$ cat src/rtl/video_adj_pkg.sv
// widths, types, register map and latency for the video colour-adjust design
`default_nettype none

package video_adj_pkg;

    // ------------------------------
    // widths
    // ------------------------------
    localparam int PIX_W      = 8;
    localparam int RGB_W      = 3 * PIX_W;
    localparam int CONTRAST_W = 16;
    localparam int BRIGHT_W   = 9;
    localparam int WB_DW      = 32;
    localparam int WB_AW      = 2;

    // contrast is Q10.6
    localparam int COE_FRAC   = 6;
    localparam int PIPE_LAT   = 5;

    // arithmetic widths inside the pipeline
    localparam int DIFF_W     = PIX_W + 1;
    localparam int PROD_W     = DIFF_W + CONTRAST_W + 1;
    localparam int SCL_W      = PROD_W - COE_FRAC;
    localparam int SUM_W      = SCL_W + 1;
    localparam int PIX_MID    = 128;
    localparam int ROUND_ADD  = 1 << (COE_FRAC - 1);

    typedef logic [PIX_W-1:0]      pix_t;
    // R in 7:0, G in 15:8, B in 23:16
    typedef logic [RGB_W-1:0]      rgb_t;
    typedef logic [CONTRAST_W-1:0] contrast_t;
    // two's complement offset
    typedef logic [BRIGHT_W-1:0]   bright_t;
    typedef logic [WB_DW-1:0]      wb_data_t;
    typedef logic [WB_AW-1:0]      wb_adr_t;

    // ------------------------------
    // register map
    // ------------------------------
    localparam wb_adr_t   ADR_CONTRAST = 2'd0;
    localparam wb_adr_t   ADR_BRIGHT   = 2'd1;
    localparam wb_adr_t   ADR_ACTIVE   = 2'd2;
    localparam contrast_t CONTRAST_RST = 16'h0040;
    localparam bright_t   BRIGHT_RST   = 9'd0;

endpackage

`default_nettype wire

$ cat src/rtl/video_if.sv
// video bundle interface: pixel word with de, hs and vs strobes
`timescale 1ns/1ps
`default_nettype none

interface video_if import video_adj_pkg::*; ();

    rgb_t pix;
    logic de;
    logic hs;
    logic vs;

    // producer side
    modport src (
        output pix, de, hs, vs
    );

    // consumer side
    modport snk (
        input pix, de, hs, vs
    );

endinterface

`default_nettype wire

$ cat src/rtl/adj_csr.sv
// wishbone classic register slave, staging and frame-latched active coefficients
`timescale 1ns/1ps
`default_nettype none

module adj_csr import video_adj_pkg::*; (
    input  logic      clk,
    input  logic      rst_i,
    // wishbone classic slave
    input  logic      wb_cyc_i,
    input  logic      wb_stb_i,
    input  logic      wb_we_i,
    input  wb_adr_t   wb_adr_i,
    input  wb_data_t  wb_dat_i,
    output wb_data_t  wb_dat_o,
    output logic      wb_ack_o,
    // frame sync from the pipeline input
    input  logic      vs_i,
    // active coefficients
    output contrast_t contrast_o,
    output bright_t   bright_o
);

    contrast_t stg_contrast;
    bright_t   stg_bright;
    wb_data_t  rd_data;
    logic      wb_req;
    logic      vs_q;
    logic      vs_rise;

    // new request only while ack is low
    assign wb_req  = wb_cyc_i & wb_stb_i & ~wb_ack_o;
    assign vs_rise = vs_i & ~vs_q;

    // ------------------------------
    // bus handshake
    // ------------------------------
    always_ff @(posedge clk) begin
        if (rst_i) begin
            wb_ack_o <= 1'b0;
        end else begin
            wb_ack_o <= wb_req;
        end
    end

    // staging registers, written on the ack edge
    always_ff @(posedge clk) begin
        if (rst_i) begin
            stg_contrast <= CONTRAST_RST;
            stg_bright   <= BRIGHT_RST;
        end else if (wb_req && wb_we_i) begin
            case (wb_adr_i)
                ADR_CONTRAST: stg_contrast <= wb_dat_i[CONTRAST_W-1:0];
                ADR_BRIGHT:   stg_bright   <= wb_dat_i[BRIGHT_W-1:0];
                default:      ;
            endcase
        end
    end

    always_comb begin
        case (wb_adr_i)
            ADR_CONTRAST: rd_data = {{(WB_DW-CONTRAST_W){1'b0}}, stg_contrast};
            ADR_BRIGHT:   rd_data = {{(WB_DW-BRIGHT_W){1'b0}}, stg_bright};
            ADR_ACTIVE:   rd_data = {{(WB_DW-BRIGHT_W-CONTRAST_W){1'b0}},
                                     bright_o, contrast_o};
            default:      rd_data = '0;
        endcase
    end

    // read data held while ack is high
    always_ff @(posedge clk) begin
        if (wb_req && !wb_we_i) begin
            wb_dat_o <= rd_data;
        end
    end

    // ------------------------------
    // frame latching
    // ------------------------------
    always_ff @(posedge clk) begin
        if (rst_i) begin
            vs_q <= 1'b0;
        end else begin
            vs_q <= vs_i;
        end
    end

    // a write on the same edge lands in staging only
    always_ff @(posedge clk) begin
        if (rst_i) begin
            contrast_o <= CONTRAST_RST;
            bright_o   <= BRIGHT_RST;
        end else if (vs_rise) begin
            contrast_o <= stg_contrast;
            bright_o   <= stg_bright;
        end
    end

    // ack only follows a request from the previous cycle
    a_ack_req: assert property (@(posedge clk) disable iff (rst_i)
        $rose(wb_ack_o) |-> $past(wb_cyc_i && wb_stb_i))
        else $error("wb ack raised without cyc and stb");

    // single-cycle ack
    a_ack_single: assert property (@(posedge clk) disable iff (rst_i)
        wb_ack_o |=> !wb_ack_o)
        else $error("wb ack high for two cycles");

endmodule

`default_nettype wire

$ cat src/rtl/bc_adjust.sv
// five-stage brightness/contrast pipeline with per-channel clamping
`timescale 1ns/1ps
`default_nettype none

module bc_adjust import video_adj_pkg::*; (
    input  logic      clk,
    input  logic      rst_i,
    input  contrast_t contrast_i,
    input  bright_t   bright_i,
    video_if.snk      vid_in,
    video_if.src      vid_out
);

    // ------------------------------
    // per-channel datapath
    // ------------------------------
    logic signed [DIFF_W-1:0] s1_diff [3];
    logic signed [PROD_W-1:0] s2_prod [3];
    logic signed [SCL_W-1:0]  s3_scl  [3];
    logic signed [SUM_W-1:0]  s4_sum  [3];
    pix_t                     s5_pix  [3];

    // coefficients travel with the pixel
    contrast_t s1_con;
    bright_t   s1_bri;
    bright_t   s2_bri;
    bright_t   s3_bri;

    // strobe delay lines
    logic [PIPE_LAT-1:0] sr_de;
    logic [PIPE_LAT-1:0] sr_hs;
    logic [PIPE_LAT-1:0] sr_vs;

    // stage 1: centre on zero, capture coefficients
    always_ff @(posedge clk) begin
        for (int c = 0; c < 3; c++) begin
            s1_diff[c] <= $signed({1'b0, vid_in.pix[c*PIX_W +: PIX_W]})
                          - $signed(DIFF_W'(PIX_MID));
        end
        s1_con <= contrast_i;
        s1_bri <= bright_i;
    end

    // stage 2: multiply, each channel by its own operand
    always_ff @(posedge clk) begin
        for (int c = 0; c < 3; c++) begin
            s2_prod[c] <= s1_diff[c] * $signed({1'b0, s1_con});
        end
        s2_bri <= s1_bri;
    end

    // stage 3: round half up, drop the fraction
    always_ff @(posedge clk) begin
        for (int c = 0; c < 3; c++) begin
            s3_scl[c] <= SCL_W'((s2_prod[c] + PROD_W'(ROUND_ADD)) >>> COE_FRAC);
        end
        s3_bri <= s2_bri;
    end

    // stage 4: back to unsigned range, add brightness
    always_ff @(posedge clk) begin
        for (int c = 0; c < 3; c++) begin
            s4_sum[c] <= SUM_W'(s3_scl[c]) + SUM_W'(PIX_MID)
                         + SUM_W'(signed'(s3_bri));
        end
    end

    // stage 5: clamp to 0..255
    always_ff @(posedge clk) begin
        for (int c = 0; c < 3; c++) begin
            if (rst_i) begin
                s5_pix[c] <= '0;
            end else if (s4_sum[c][SUM_W-1]) begin
                s5_pix[c] <= '0;
            end else if (|s4_sum[c][SUM_W-2:PIX_W]) begin
                s5_pix[c] <= '1;
            end else begin
                s5_pix[c] <= s4_sum[c][PIX_W-1:0];
            end
        end
    end

    // ------------------------------
    // timing strobes
    // ------------------------------
    always_ff @(posedge clk) begin
        if (rst_i) begin
            sr_de <= '0;
            sr_hs <= '0;
            sr_vs <= '0;
        end else begin
            sr_de <= {sr_de[PIPE_LAT-2:0], vid_in.de};
            sr_hs <= {sr_hs[PIPE_LAT-2:0], vid_in.hs};
            sr_vs <= {sr_vs[PIPE_LAT-2:0], vid_in.vs};
        end
    end

    assign vid_out.pix = {s5_pix[2], s5_pix[1], s5_pix[0]};
    assign vid_out.de  = sr_de[PIPE_LAT-1];
    assign vid_out.hs  = sr_hs[PIPE_LAT-1];
    assign vid_out.vs  = sr_vs[PIPE_LAT-1];

    // de out matches de in after the full latency, once reset has flushed
    a_de_latency: assert property (@(posedge clk)
        (!rst_i) [*PIPE_LAT+1] |-> vid_out.de == $past(vid_in.de, PIPE_LAT))
        else $error("de_o does not follow de_i by the pipeline latency");

endmodule

`default_nettype wire

$ cat src/rtl/video_adj_top.sv
// top level: register slave and colour-adjust pipeline with plain ports
`timescale 1ns/1ps
`default_nettype none

module video_adj_top import video_adj_pkg::*; (
    input  logic     clk,
    input  logic     rst_i,
    // host register port
    input  logic     wb_cyc_i,
    input  logic     wb_stb_i,
    input  logic     wb_we_i,
    input  wb_adr_t  wb_adr_i,
    input  wb_data_t wb_dat_i,
    output wb_data_t wb_dat_o,
    output logic     wb_ack_o,
    // video in
    input  rgb_t     pix_i,
    input  logic     de_i,
    input  logic     hs_i,
    input  logic     vs_i,
    // video out
    output rgb_t     pix_o,
    output logic     de_o,
    output logic     hs_o,
    output logic     vs_o
);

    contrast_t contrast;
    bright_t   bright;

    video_if vid_in ();
    video_if vid_out ();

    // ------------------------------
    // video bundles
    // ------------------------------
    assign vid_in.pix = pix_i;
    assign vid_in.de  = de_i;
    assign vid_in.hs  = hs_i;
    assign vid_in.vs  = vs_i;

    assign pix_o = vid_out.pix;
    assign de_o  = vid_out.de;
    assign hs_o  = vid_out.hs;
    assign vs_o  = vid_out.vs;

    adj_csr adj_csr_inst (
        .clk        (clk),
        .rst_i      (rst_i),
        .wb_cyc_i   (wb_cyc_i),
        .wb_stb_i   (wb_stb_i),
        .wb_we_i    (wb_we_i),
        .wb_adr_i   (wb_adr_i),
        .wb_dat_i   (wb_dat_i),
        .wb_dat_o   (wb_dat_o),
        .wb_ack_o   (wb_ack_o),
        .vs_i       (vs_i),
        .contrast_o (contrast),
        .bright_o   (bright)
    );

    bc_adjust bc_adjust_inst (
        .clk        (clk),
        .rst_i      (rst_i),
        .contrast_i (contrast),
        .bright_i   (bright),
        .vid_in     (vid_in.snk),
        .vid_out    (vid_out.src)
    );

endmodule

`default_nettype wire

$ cat config.mk
export PLATFORM = sky130hd
export DESIGN_NAME = video_adj_top
export DESIGN_NICKNAME = d
export VERILOG_FILES = /design/src/rtl/video_adj_pkg.sv /design/src/rtl/video_if.sv /design/src/rtl/adj_csr.sv /design/src/rtl/bc_adjust.sv /design/src/rtl/video_adj_top.sv
export SDC_FILE = /design/constraint.sdc
export NUM_CORES = 1
export LEC_CHECK = 0
export BUFFER_PORTS_ARGS = -buffer_cell sky130_fd_sc_hd__buf_2
export CAP_MARGIN = 20
export CORE_ASPECT_RATIO = 0.9
export CORE_MARGIN = 5
export CORE_UTILIZATION = 57
export CTS_CLUSTER_SIZE = 16
export DETAILED_ROUTE_END_ITERATION = 8
export GPL_ROUTABILITY_DRIVEN = 0
export PLACE_DENSITY = 0.78
export SKIP_LAST_GASP = 1
export SLEW_MARGIN = 25
export SYNTH_ARGS = -nofsm -noshare
export SYNTH_HDL_FRONTEND = slang
export SYNTH_SLANG_ARGS = --single-unit
$ cat constraint.sdc
create_clock -name clk -period 5.4 [get_ports clk]
set_input_delay 1.08 -clock clk [delete_from_list [all_inputs] [get_ports clk]]
set_output_delay 1.08 -clock clk [all_outputs]
set_load 0.01 [all_outputs]
==> results of run 1 <==
-- area by class of cell --
class	count	area (µm²)
clock buffer	47	1046
clock inverter	23	225.2
fill	3739	16940
inverter	275	1032
multi-input combinational	2070	18630
sequential	368	7888
tap	624	780.7
timing repair buffer	213	1389
-- repair_timing --
action | in CTS | in global routing
hold endpoints to repair | 0 | 0
setup endpoints to repair | 3 | 26
setup buffers | 0 | 0
pin swaps | 0 | 3
gates cloned | 0 | 0
hold buffers | 0 | 0
resized for setup | 3 | 39
-- logic make-up (layout without fill, tap and decap cells) --
family          Yosys count  in the layout  synth area share [%]
simple gates            868            868                 15.67
compound gates          368            368                 8.725
buf+inv                 377            558                 5.214
mux                      27             27                0.9759
fa+ha+maj               615            615                 35.92
other cells               2             31               0.02712
flops                   368            368                 28.37
xor+xnor                161            161                 5.092
-- sequential cells by signal (all words and copies together), names as in the netlist --
register                   cells
bc_adjust_inst.s2_bri          9
adj_csr_inst.stg_contrast     16
adj_csr_inst.bright_o          9
bc_adjust_inst.s5_pix         24
adj_csr_inst.stg_bright        9
bc_adjust_inst.s3_bri          9
bc_adjust_inst.s2_prod        63
bc_adjust_inst.sr_hs           5
bc_adjust_inst.sr_vs           5
bc_adjust_inst.s1_diff        24
bc_adjust_inst.sr_de           5
bc_adjust_inst.s4_sum         63
adj_csr_inst.wb_dat_o         25
bc_adjust_inst.s1_con         16
bc_adjust_inst.s3_scl         60
adj_csr_inst.wb_ack_o          1
bc_adjust_inst.s1_bri          9
adj_csr_inst.contrast_o       16
-- layer usage --
metal | wire (µm) | up-vias | share of wire, %
met5 | 0 | - | 0
met4 | 1716 | 0 | 2.8
met3 | 4051 | 103 | 6.7
met2 | 28520 | 625 | 47
met1 | 25980 | 9648 | 43
li1 | - | 9452 | -
-- worst max-delay path by stage --
stage | endpoint | slack (ps) | cells after the start
floorplan | bc_adjust_inst.s2_prod[0][73]$_DFF_P_ | 390 | 18
global placement | bc_adjust_inst.s2_prod[0][24]$_DFF_P_ | -40 | 20
detailed placement | bc_adjust_inst.s2_prod[0][24]$_DFF_P_ | -120 | 16
CTS | bc_adjust_inst.s2_prod[0][22]$_DFF_P_ | 30 | 19
global route | bc_adjust_inst.s2_prod[0][21]$_DFF_P_ | -3 | 20
finish | bc_adjust_inst.s2_prod[0][24]$_DFF_P_ | 110 | 17
-- worst reg2reg max path, stage by stage (launching register included) --
cell	delay (ps)
dfxtp_2	460
buf_4	190
nand2_1	70
fa_1	490
inv_1	60
fa_1	490
fa_1	560
fa_1	430
ha_1	310
ha_1	370
a21o_1	220
a311o_1	340
a211oi_2	340
buf_4	180
o31a_1	190
o21ai_1	100
a21oi_2	180
xnor2_2	190
-- power by group --
| group | switching, µW | internal [µW] |
|---|---|---|
| sequential | 183 | 3100 |
| combinational | 792 | 645 |
| clock | 1100 | 1540 |
-- metrics by stage --
stage	setup TNS [ps]	total power [µW]	util (%)
finish	0	7357	64.66
CTS	0	7381	64.37
global placement	-43.74	4668	61.67
global route	-2.720	7746	64.66
floorplan	0	4302	-
detailed placement	-125.0	4724	61.68
-- cells in the final DEF, fill, tap and decap left out, types with 79 or more instances in the layout --
master   count
nand2_1    340
ha_1       313
fa_1       300
dfxtp_1    297
inv_1      275
and2_1     216
a21oi_1    133
xnor2_1    116
buf_4      106
buf_2      102
nor2_1      79
==> impl_metrics.tcl, run 1 <==
set metrics [dict create \
    die_area_um2 53100 \
    worst_slack_ps 108.6 \
    synth_common_cells "nand2_1, dfxtp_1, ha_1, fa_1, inv_1" \
    grt.met3_usage_pct 4.506 \
    slew_headroom_pct 34.57 \
    run_status "complete, no violations" \
    final_layout_size_suffix_gt1_share_pct 11.38 \
    numPortBuffers 102 \
    end_kind "register" \
    hold_start "bc_adjust_inst.s1_bri[0]$_DFF_P_" \
    async_flop_share_pct 0 \
    final_nets 3647 \
    hold_violations 0 \
    p_leak_uw 0.01515 \
    syn_area_um2 27690 \
    cap_violations 0 \
    min_to "bc_adjust_inst.s2_bri[0]$_DFF_P_" \
    crit_path_start "bc_adjust_inst.s1_diff[0][2]$_DFF_P_" \
    core_area_um2 47930 \
    clock_skew_ps 41.81 \
    cts.sinks 368 \
    reg2reg_depth 17 \
    first_global_vias 20700 \
    grtUsageMet2_pct 39.27 \
    cpMostUsedCell "fa_1" \
    layoutNonFillerInstCount 3620 \
    routedWlPerCell_um 16.65 \
    clk_pin_slew_ps 70 \
    synth_cells 2786 \
    reg2reg_slack_ps 110 \
    cpLargestDelayFamily "adder cells" \
    cp-start-kind "register" \
    whs_ps 322.9 \
    critical_path_class "register to register" \
    insertion_delay_ps 580 \
    ys_warn_count 0 \
    max_freq_ghz 0.1890 \
    grt_start_max_net_pins 70 \
    seq_area_frac_synth_pct 28.37 \
    rsz0062_at_grt "yes" \
    wirelength_um 60270 \
    antenna_found_initial 1 \
    cts_tree "done" \
    cts-root-buf "clkbuf_16" \
    grt_pass1_wl_um 101400 \
    cp.arrival_ps 5740 \
    synth-edff-count 49 \
    worstPathMaxFanout 7 \
    slowest_delay_ps 560 \
    cts_buffers 38 \
    path_cells "buf_4 -> nand2_1 -> fa_1 -> inv_1 -> fa_1 -> fa_1 -> fa_1 -> ha_1 -> ha_1 -> a21o_1 -> a311o_1 -> a211oi_2 -> buf_4 -> o31a_1 -> o21ai_1 -> a21oi_2 -> xnor2_2" \
    place_hpwl_um 48580 \
    syn_area_per_cell_um2 9.940 \
    finalCritPeriodShare_pct 97.99 \
    io_pins 126 \
    fp.dieW_um 242.3 \
    cp.buffers_inverters 3 \
    worst_pin_slew_ps 981.5 \
    min_period_ps 5291 \
    hp-class "register to register" \
    placed_cells 3550 \
    clockBufferDepth 3 \
    overflow 0 \
    synthMostInstantiatedCell "nand2_1" \
    finalMaxSlewViolations 0 \
    grt_use_met1_pct 30.10 \
    place_area_um2 29560 \
    htreeDepth 2 \
    required_ps 5850 \
    detail-route-antenna-nets 0 \
    first_pass_iters 7 \
    grt.busiest_layer "met2" \
    holdPathStages 0 \
    rows 76 \
    vias 19830 \
    drtIter0Drc 1370 \
    grtUsageTotal_pct 23.01 \
    die_y_um 219.1 \
    yosysTopAreaCell "dfxtp_1" \
    via_per_inst 5.477 \
    yosysUniqueCellTypes 78 \
    initial_core_util_pct 57.78 \
    syn_to_final_growth_pct 11.90 \
    diodes 0 \
    drc_errors 0 \
    ys_top_cells_by_area "dfxtp_1, fa_1, ha_1, edfxtp_1, and2_1" \
    peakVddDrop_uv 198.5 \
    r2r_start "bc_adjust_inst.s1_diff[0][2]$_DFF_P_" \
    rr_endpoint "bc_adjust_inst.s2_prod[0][24]$_DFF_P_" \
    yosysTopAreaCellShare_pct 23.06 \
    powerDensity_nw_per_um2 237.4 \
    dp_worst_setup_slack_ps -119.2 \
    finalSetupViolCount 0 \
    finalInstanceArea_um2 30990 \
    ys_ff_latch 368 \
    slowest_stage "fa_1" \
    ys.flop_type "dfxtp_1" \
]
No activity file was read; power rests on OpenSTA's default activity.
==> run 2: changes to the inputs <==
--- a/config.mk
+++ b/config.mk
@@ -5,15 +5,16 @@
 export SDC_FILE = /design/constraint.sdc
 export NUM_CORES = 1
 export LEC_CHECK = 0
+export ABC_AREA = 1
 export BUFFER_PORTS_ARGS = -buffer_cell sky130_fd_sc_hd__buf_2
 export CAP_MARGIN = 20
 export CORE_ASPECT_RATIO = 0.9
 export CORE_MARGIN = 5
-export CORE_UTILIZATION = 57
+export CORE_UTILIZATION = 58
 export CTS_CLUSTER_SIZE = 16
 export DETAILED_ROUTE_END_ITERATION = 8
 export GPL_ROUTABILITY_DRIVEN = 0
-export PLACE_DENSITY = 0.78
+export PLACE_DENSITY = 0.79
 export SKIP_LAST_GASP = 1
 export SLEW_MARGIN = 25
 export SYNTH_ARGS = -nofsm -noshare
==> run 2 against run 1 <==
Against the previous run:
- routed wire length increased by 7.5%
- sequential cell count stayed put
- synthesized cell count up 40%
- cell area grew 6.3%
- core utilization decreased by 0.79 points
- register-to-register slack better by 280 ps
- setup slack improved by 280 ps
- clock skew is 6.2 ps lower
- critical endpoint is now bc_adjust_inst.s2_prod[0][50]$_DFF_P_
==> impl_metrics.tcl, run 2 <==
set metrics [dict create \
    run_status "complete, no violations" \
    cts-root-buf "clkbuf_16" \
    r2r_start "bc_adjust_inst.s1_con[11]$_DFF_P_" \
    peakVddDrop_uv 227.6 \
    antenna_found_initial 0 \
    place_hpwl_um 51570 \
    p_leak_uw 0.01903 \
    layout_common_cells "nand2_1, inv_1, dfxtp_1" \
    ys_warn_count 0 \
    rsz0062_at_grt "no" \
    routedWlPerCell_um 13.72 \
    cap_violations 0 \
    fp.dieW_um 250.5 \
    finalSetupViolCount 0 \
    slowest_stage "fa_1" \
    core_area_um2 51600 \
    insertion_delay_ps 580 \
    holdPathStages 0 \
    place_area_um2 31640 \
    syn_area_um2 30200 \
    initial_core_util_pct 58.54 \
    synth-edff-count 49 \
    die_y_um 226.5 \
    reg2reg_depth 21 \
    critical_path_class "register to register" \
    first_global_vias 23150 \
    rr_endpoint "bc_adjust_inst.s2_prod[0][50]$_DFF_P_" \
    required_ps 5850 \
    grtUsageTotal_pct 23.29 \
    cts.sinks 368 \
    ys.flop_type "dfxtp_1" \
    final_common_cell "nand2_1" \
    path_cells "buf_4 -> nand2_1 -> inv_1 -> fa_1 -> inv_1 -> fa_1 -> inv_1 -> fa_1 -> inv_1 -> fa_1 -> inv_1 -> ha_1 -> ha_1 -> nand2_1 -> inv_1 -> nand2_1 -> nand2_1 -> a21oi_1 -> nand3_1 -> nand2_1 -> nand2_1" \
    clock_skew_ps 35.64 \
    cp-start-kind "register" \
    final_layout_size_suffix_gt1_share_pct 6.670 \
    yosysTopAreaCellShare_pct 21.14 \
    numPortBuffers 102 \
    clockBufferDepth 3 \
    diodes 0 \
    max_freq_ghz 0.1995 \
    finalInstanceArea_um2 32950 \
    end_kind "register" \
    async_flop_share_pct 0 \
    slowest_delay_ps 520 \
    seq_area_frac_synth_pct 26.01 \
    syn_area_per_cell_um2 7.763 \
    die_area_um2 56750 \
    synth_cells 3891 \
    setup_tns_ps 0 \
    drc_errors 0 \
    min_period_ps 5013 \
    cts_tree "done" \
    vias 23730 \
    grt_pass1_wl_um 110400 \
    io_pins 126 \
    cp.depth 21 \
    yosysUniqueCellTypes 38 \
    overflow 0 \
    hold_violations 0 \
    cpLargestDelayFamily "adder cells" \
    finalMaxSlewViolations 0 \
    cts_buffers 39 \
    postCtsSetupBuffers 0 \
    first_pass_iters 6 \
    rows 79 \
    utilization_pct 63.86 \
    syn_to_final_growth_pct 9.097 \
    final_nets 4684 \
    reg2reg_slack_ps 390 \
    ys_top_cells_by_area "dfxtp_1, fa_1, nand2_1, ha_1, inv_1" \
    synthMostInstantiatedCell "nand2_1" \
    ys_ff_latch 368 \
    slew_headroom_pct 29.65 \
    reg_top3 "bc_adjust_inst.s2_prod: 63 flops, bc_adjust_inst.s4_sum: 63 flops, bc_adjust_inst.s3_scl: 60 flops" \
    clk_pin_slew_ps 60 \
    fillers 4379 \
    critPathCapture "bc_adjust_inst.s2_prod[0][50]$_DFF_P_" \
    drtIter0Drc 1807 \
    cts-resized-gates 0 \
    finalCritPeriodShare_pct 92.83 \
    powerDensity_nw_per_um2 395.4 \
    cp.arrival_ps 5460 \
    synth_common_cells "nand2_1, inv_1, dfxtp_1, ha_1, fa_1" \
    cp.buffers_inverters 7 \
    crit_path_start "bc_adjust_inst.s1_con[11]$_DFF_P_" \
    detail-route-antenna-nets 0 \
    htreeDepth 2 \
    worst_pin_slew_ps 1054 \
    cts_hold_buf 0 \
    via_per_inst 5.026 \
    grt_start_max_net_pins 46 \
    hp-class "register to register" \
    wirelength_um 64780 \
    worstPathMaxFanout 12 \
    yosysTopAreaCell "dfxtp_1" \
]
## run 2: worst min-delay path by stage
stage | startpoint | endpoint | slack (ps)
after floorplan | bc_adjust_inst.s1_bri[0]$_DFF_P_ | bc_adjust_inst.s2_bri[0]$_DFF_P_ | 310
after global placement | bc_adjust_inst.s1_bri[3]$_DFF_P_ | bc_adjust_inst.s2_bri[3]$_DFF_P_ | 310
after detailed placement | bc_adjust_inst.s2_bri[1]$_DFF_P_ | bc_adjust_inst.s3_bri[1]$_DFF_P_ | 310
after CTS | bc_adjust_inst.s1_bri[0]$_DFF_P_ | bc_adjust_inst.s2_bri[0]$_DFF_P_ | 330
after global routing | bc_adjust_inst.s2_bri[2]$_DFF_P_ | bc_adjust_inst.s3_bri[2]$_DFF_P_ | 330
final | bc_adjust_inst.s1_bri[4]$_DFF_P_ | bc_adjust_inst.s2_bri[4]$_DFF_P_ | 320
## run 2: final cells by class
cell class	count	area [µm²]	share of cell area, %
inverters	777	2919	8.859
flip-flops and latches	368	7858	23.85
clock inverters	27	266.5	0.8088
repair buffers	157	935.9	2.840
well taps	688	860.8	2.612
multi-input cells	2660	19070	57.86
clock buffers	44	1046	3.174
## run 2: cells by family (layout without fill, tap and decap cells)
| logic type | after synthesis | count (layout) | synth area share (%) |
|---|---|---|---|
| AOI/OAI and AO/OA | 192 | 192 | 3.331 |
| buffers and inverters | 892 | 1005 | 11.25 |
| xor gates and xnor gates | 111 | 111 | 3.219 |
| adders and majority gates | 615 | 615 | 32.93 |
| DFF | 368 | 368 | 26.01 |
| and+or+nand+nor | 1711 | 1711 | 23.23 |
| other | 2 | 31 | 0.02486 |
## run 2: worst register-to-register path, delay by kind of cell, from the launching register on
family	cells	cell delay (ps)
AO/OA/AOI/OAI	1	350
adder cells (fa/ha/maj)	6	2770
AND/OR/NAND/NOR	7	670
flip-flops	1	500
buffers and inverters	7	590
## run 2: stage by stage
stage	hold slack, ps	instances	total power (µW)	setup slack [ps]
floorplan	309.6	3920	8654	848.6
global placement	311.8	4650	10070	531.3
detailed placement	312.1	4650	10220	476.6
CTS	326.1	4721	13030	460.4
global route	331.6	4721	14240	148.0
finish	324.1	4721	13030	387.4
## run 2: power breakdown
group          switching (µW)  internal, µW  total, µW  leakage (µW)
clock                    1140          1570       2700      0.000646
sequential                431          3570       4000       0.00315
combinational            4000          2320       6320        0.0152
total                    5570          7460      13000        0.0190
## run 2: per-layer routing
metal	global-route usage (%)	share of wire, %	vias up
li1	-	-	11910
met3	4.175	7.3	124
met2	37.50	45	723
met4	6.830	2.8	0
met1	32.60	45	10970
met5	0	0	-
==> run 3: changes to the inputs <==
--- a/config.mk
+++ b/config.mk
@@ -15,8 +15,10 @@
 export DETAILED_ROUTE_END_ITERATION = 8
 export GPL_ROUTABILITY_DRIVEN = 0
 export PLACE_DENSITY = 0.79
+export RECOVER_POWER = 50
 export SKIP_LAST_GASP = 1
 export SLEW_MARGIN = 25
 export SYNTH_ARGS = -nofsm -noshare
 export SYNTH_HDL_FRONTEND = slang
+export SYNTH_HIERARCHICAL = 1
 export SYNTH_SLANG_ARGS = --single-unit
==> run 3 against run 2 <==
Against the previous run:
- the flow now finishes with violations (max-capacitance violations, max-slew violations)
- sequential cell count increased by 1
- clock skew is 2.8 ps higher
- via count up 1.9%
- clock power barely moved
- critical endpoint is now bc_adjust_inst/s2_prod[0][72]$_DFF_P_
- largest cell class unchanged
==> impl_metrics.tcl, run 3 <==
set metrics [dict create \
    run_status "finished with violations" \
    violations "max-capacitance violations, max-slew violations" \
    required_ps 5840 \
    critPathCapture "bc_adjust_inst/s2_prod[0][72]$_DFF_P_" \
    place_hpwl_um 54000 \
    fp.dieW_um 251.4 \
    dp_worst_setup_slack_ps 614.9 \
    finalSetupViolCount 0 \
    cp.arrival_ps 5400 \
    worst_slack_ps 436.5 \
    critical_path_class "register to register" \
    clock_skew_ps 38.42 \
    yosysTopAreaCellShare_pct 21.05 \
    finalCritPeriodShare_pct 91.92 \
    cts.sinks 369 \
    first_pass_iters 7 \
    worst_pin_slew_ps 2224 \
    reg2reg_depth 16 \
    yosysTopAreaCell "dfxtp_1" \
    grt_pass1_wl_um 114600 \
    grt_start_max_net_pins 35 \
    clockBufferDepth 3 \
    slew_headroom_pct -48.84 \
    vias 24190 \
    setup_tns_ps 0 \
    io_pins 126 \
    cts-root-buf "clkbuf_16" \
    max_freq_ghz 0.2015 \
    yosysUniqueCellTypes 39 \
    first_global_vias 23750 \
    p_leak_uw 0.01915 \
    ys_top_cells_by_area "dfxtp_1, fa_1, nand2_1, ha_1, inv_1" \
    diodes 0 \
    finalInstanceArea_um2 33010 \
    finalPower_uw 13000 \
    synthMostInstantiatedCell "nand2_1" \
    cts_buffers 39 \
    ys.flop_type "dfxtp_1" \
    overflow 0 \
    cap_violations 2 \
    antenna_found_initial 0 \
    final_common_cell "nand2_1" \
    synth-edff-count 49 \
    reg2reg_slack_ps 440 \
    peakVddDrop_uv 268.0 \
    via_per_inst 5.088 \
    grtUsageTotal_pct 24.16 \
    drtIter0Drc 1969 \
    p_sw_uw 5512 \
    reg_top3 "bc_adjust_inst/s2_prod: 63 flops, bc_adjust_inst/s4_sum: 63 flops, bc_adjust_inst/s3_scl: 60 flops" \
    ys_ff_latch 369 \
    rr_endpoint "bc_adjust_inst/s2_prod[0][72]$_DFF_P_" \
    cts_hold_buf 0 \
    htreeDepth 2 \
    detail-route-antenna-nets 0 \
    min_period_ps 4964 \
    die_area_um2 57150 \
    seq_area_frac_synth_pct 25.89 \
    end_kind "register" \
    synth_common_cells "nand2_1, inv_1, dfxtp_1, ha_1, nor2_1" \
    synth_cells 3935 \
    cts-resized-gates 0 \
    seqPwrFrac_pct 30.8 \
    cp-start-kind "register" \
    postCtsSetupBuffers 0 \
    powerDensity_nw_per_um2 393.7 \
    rsz0062_at_grt "no" \
    rows 79 \
    syn_area_per_cell_um2 7.733 \
    hp-class "register to register" \
    insertion_delay_ps 580 \
    crit_path_start "bc_adjust_inst/s1_diff[0][18]$_DFF_P_" \
    routedWlPerCell_um 14.22 \
    p_clk_share_pct 20.6 \
    core_area_um2 51790 \
    cts_tree "done" \
    syn_area_um2 30430 \
    p_int_uw 7483 \
    die_y_um 227.3 \
    finalMaxSlewViolations 63 \
    async_flop_share_pct 0 \
    clk_pin_slew_ps 60 \
    final_layout_size_suffix_gt1_share_pct 5.509 \
    numPortBuffers 102 \
    hold_violations 0 \
    initial_core_util_pct 58.75 \
    place_area_um2 31850 \
    drc_errors 0 \
    p_comb_share_pct 48.5 \
    syn_to_final_growth_pct 8.471 \
    ys_warn_count 6 \
    final_nets 4720 \
    r2r_start "bc_adjust_inst/s1_diff[0][18]$_DFF_P_" \
    worstPathMaxFanout 10 \
    sw_frac_of_total_pct 42.41 \
    layout_common_cells "nand2_1, inv_1, dfxtp_1" \
    wirelength_um 67610 \
]
run 3: worst min-delay path by stage:
stage / startpoint / endpoint / slack, ps / cells after the start
detailed placement: bc_adjust_inst/s1_bri[5]$_DFF_P_ / bc_adjust_inst/s2_bri[5]$_DFF_P_ / 310 / 0
global route: bc_adjust_inst/s2_bri[6]$_DFF_P_ / bc_adjust_inst/s3_bri[6]$_DFF_P_ / 310 / 0
floorplan: bc_adjust_inst/s1_bri[0]$_DFF_P_ / bc_adjust_inst/s2_bri[0]$_DFF_P_ / 310 / 0
CTS: bc_adjust_inst/s2_bri[6]$_DFF_P_ / bc_adjust_inst/s3_bri[6]$_DFF_P_ / 300 / 0
global placement: bc_adjust_inst/s2_bri[8]$_DFF_P_ / bc_adjust_inst/s3_bri[8]$_DFF_P_ / 310 / 0
finish: bc_adjust_inst/s2_bri[6]$_DFF_P_ / bc_adjust_inst/s3_bri[6]$_DFF_P_ / 310 / 0
run 3: layer usage:
metal / vias to the layer above / part of all wire (%) / track usage, %
li1: 12020 / - / -
met2: 769 / 46 / 39.51
met3: 146 / 7.3 / 4.055
met5: - / 0 / 0
met1: 11260 / 44 / 33.58
met4: 0 / 2.9 / 6.988
run 3: final cells by class:
cell class,instances,area [µm²]
inverters,794,2980
clock inverters,14,180.2
well taps,688,860.8
multi-input cells,2677,19050
repair buffers,158,947.2
flip-flops and latches,369,7878
clock buffers,54,1105
fillers,4418,18790
run 3: logic make-up after synthesis:
| group | count (synthesis) | share of synthesized area [%] |
|---|---|---|
| buffers and inverters | 918 | 11.48 |
| and+or+nand+nor | 1750 | 23.70 |
| other | 2 | 0.02468 |
| adders and majority gates | 615 | 32.69 |
| AOI/OAI and AO/OA | 168 | 2.911 |
| DFF | 369 | 25.89 |
| xor gates and xnor gates | 113 | 3.302 |
run 3: per-stage QoR:
step	utilization, %	instances	hold slack, ps
5_1_grt	63.72	4754	313.1
4_1_cts	63.97	4754	304.8
3_5_place_dp	61.49	4686	312.1
3_3_place_gp	61.48	4686	311.5
2_1_floorplan	-	3964	309.6
6_report	63.72	4754	310.2
run 3: power groups by stage:
stage / Sequential, µW / Clock [µW] / Combinational (µW)
finish: 4010 / 2680 / 6300
global route: 4090 / 2860 / 7260
CTS: 4010 / 2740 / 6260
detailed placement: 4070 / 0 / 6170
global placement: 4040 / 0 / 6040
floorplan: 3910 / 0 / 4730
run 3: worst max-delay path, cell delays in order, from the launching register on:
cell and delay (ps):
dfxtp_1 680, buf_4 260, nand2_1 90, fa_1 570
inv_1 60, fa_1 490, fa_1 570, fa_1 420
ha_1 330, ha_1 370, a21oi_1 330, and2_1 250
nor2_1 60, nor2_1 130, nand2_1 80, nand2_1 80
nand2_1 60
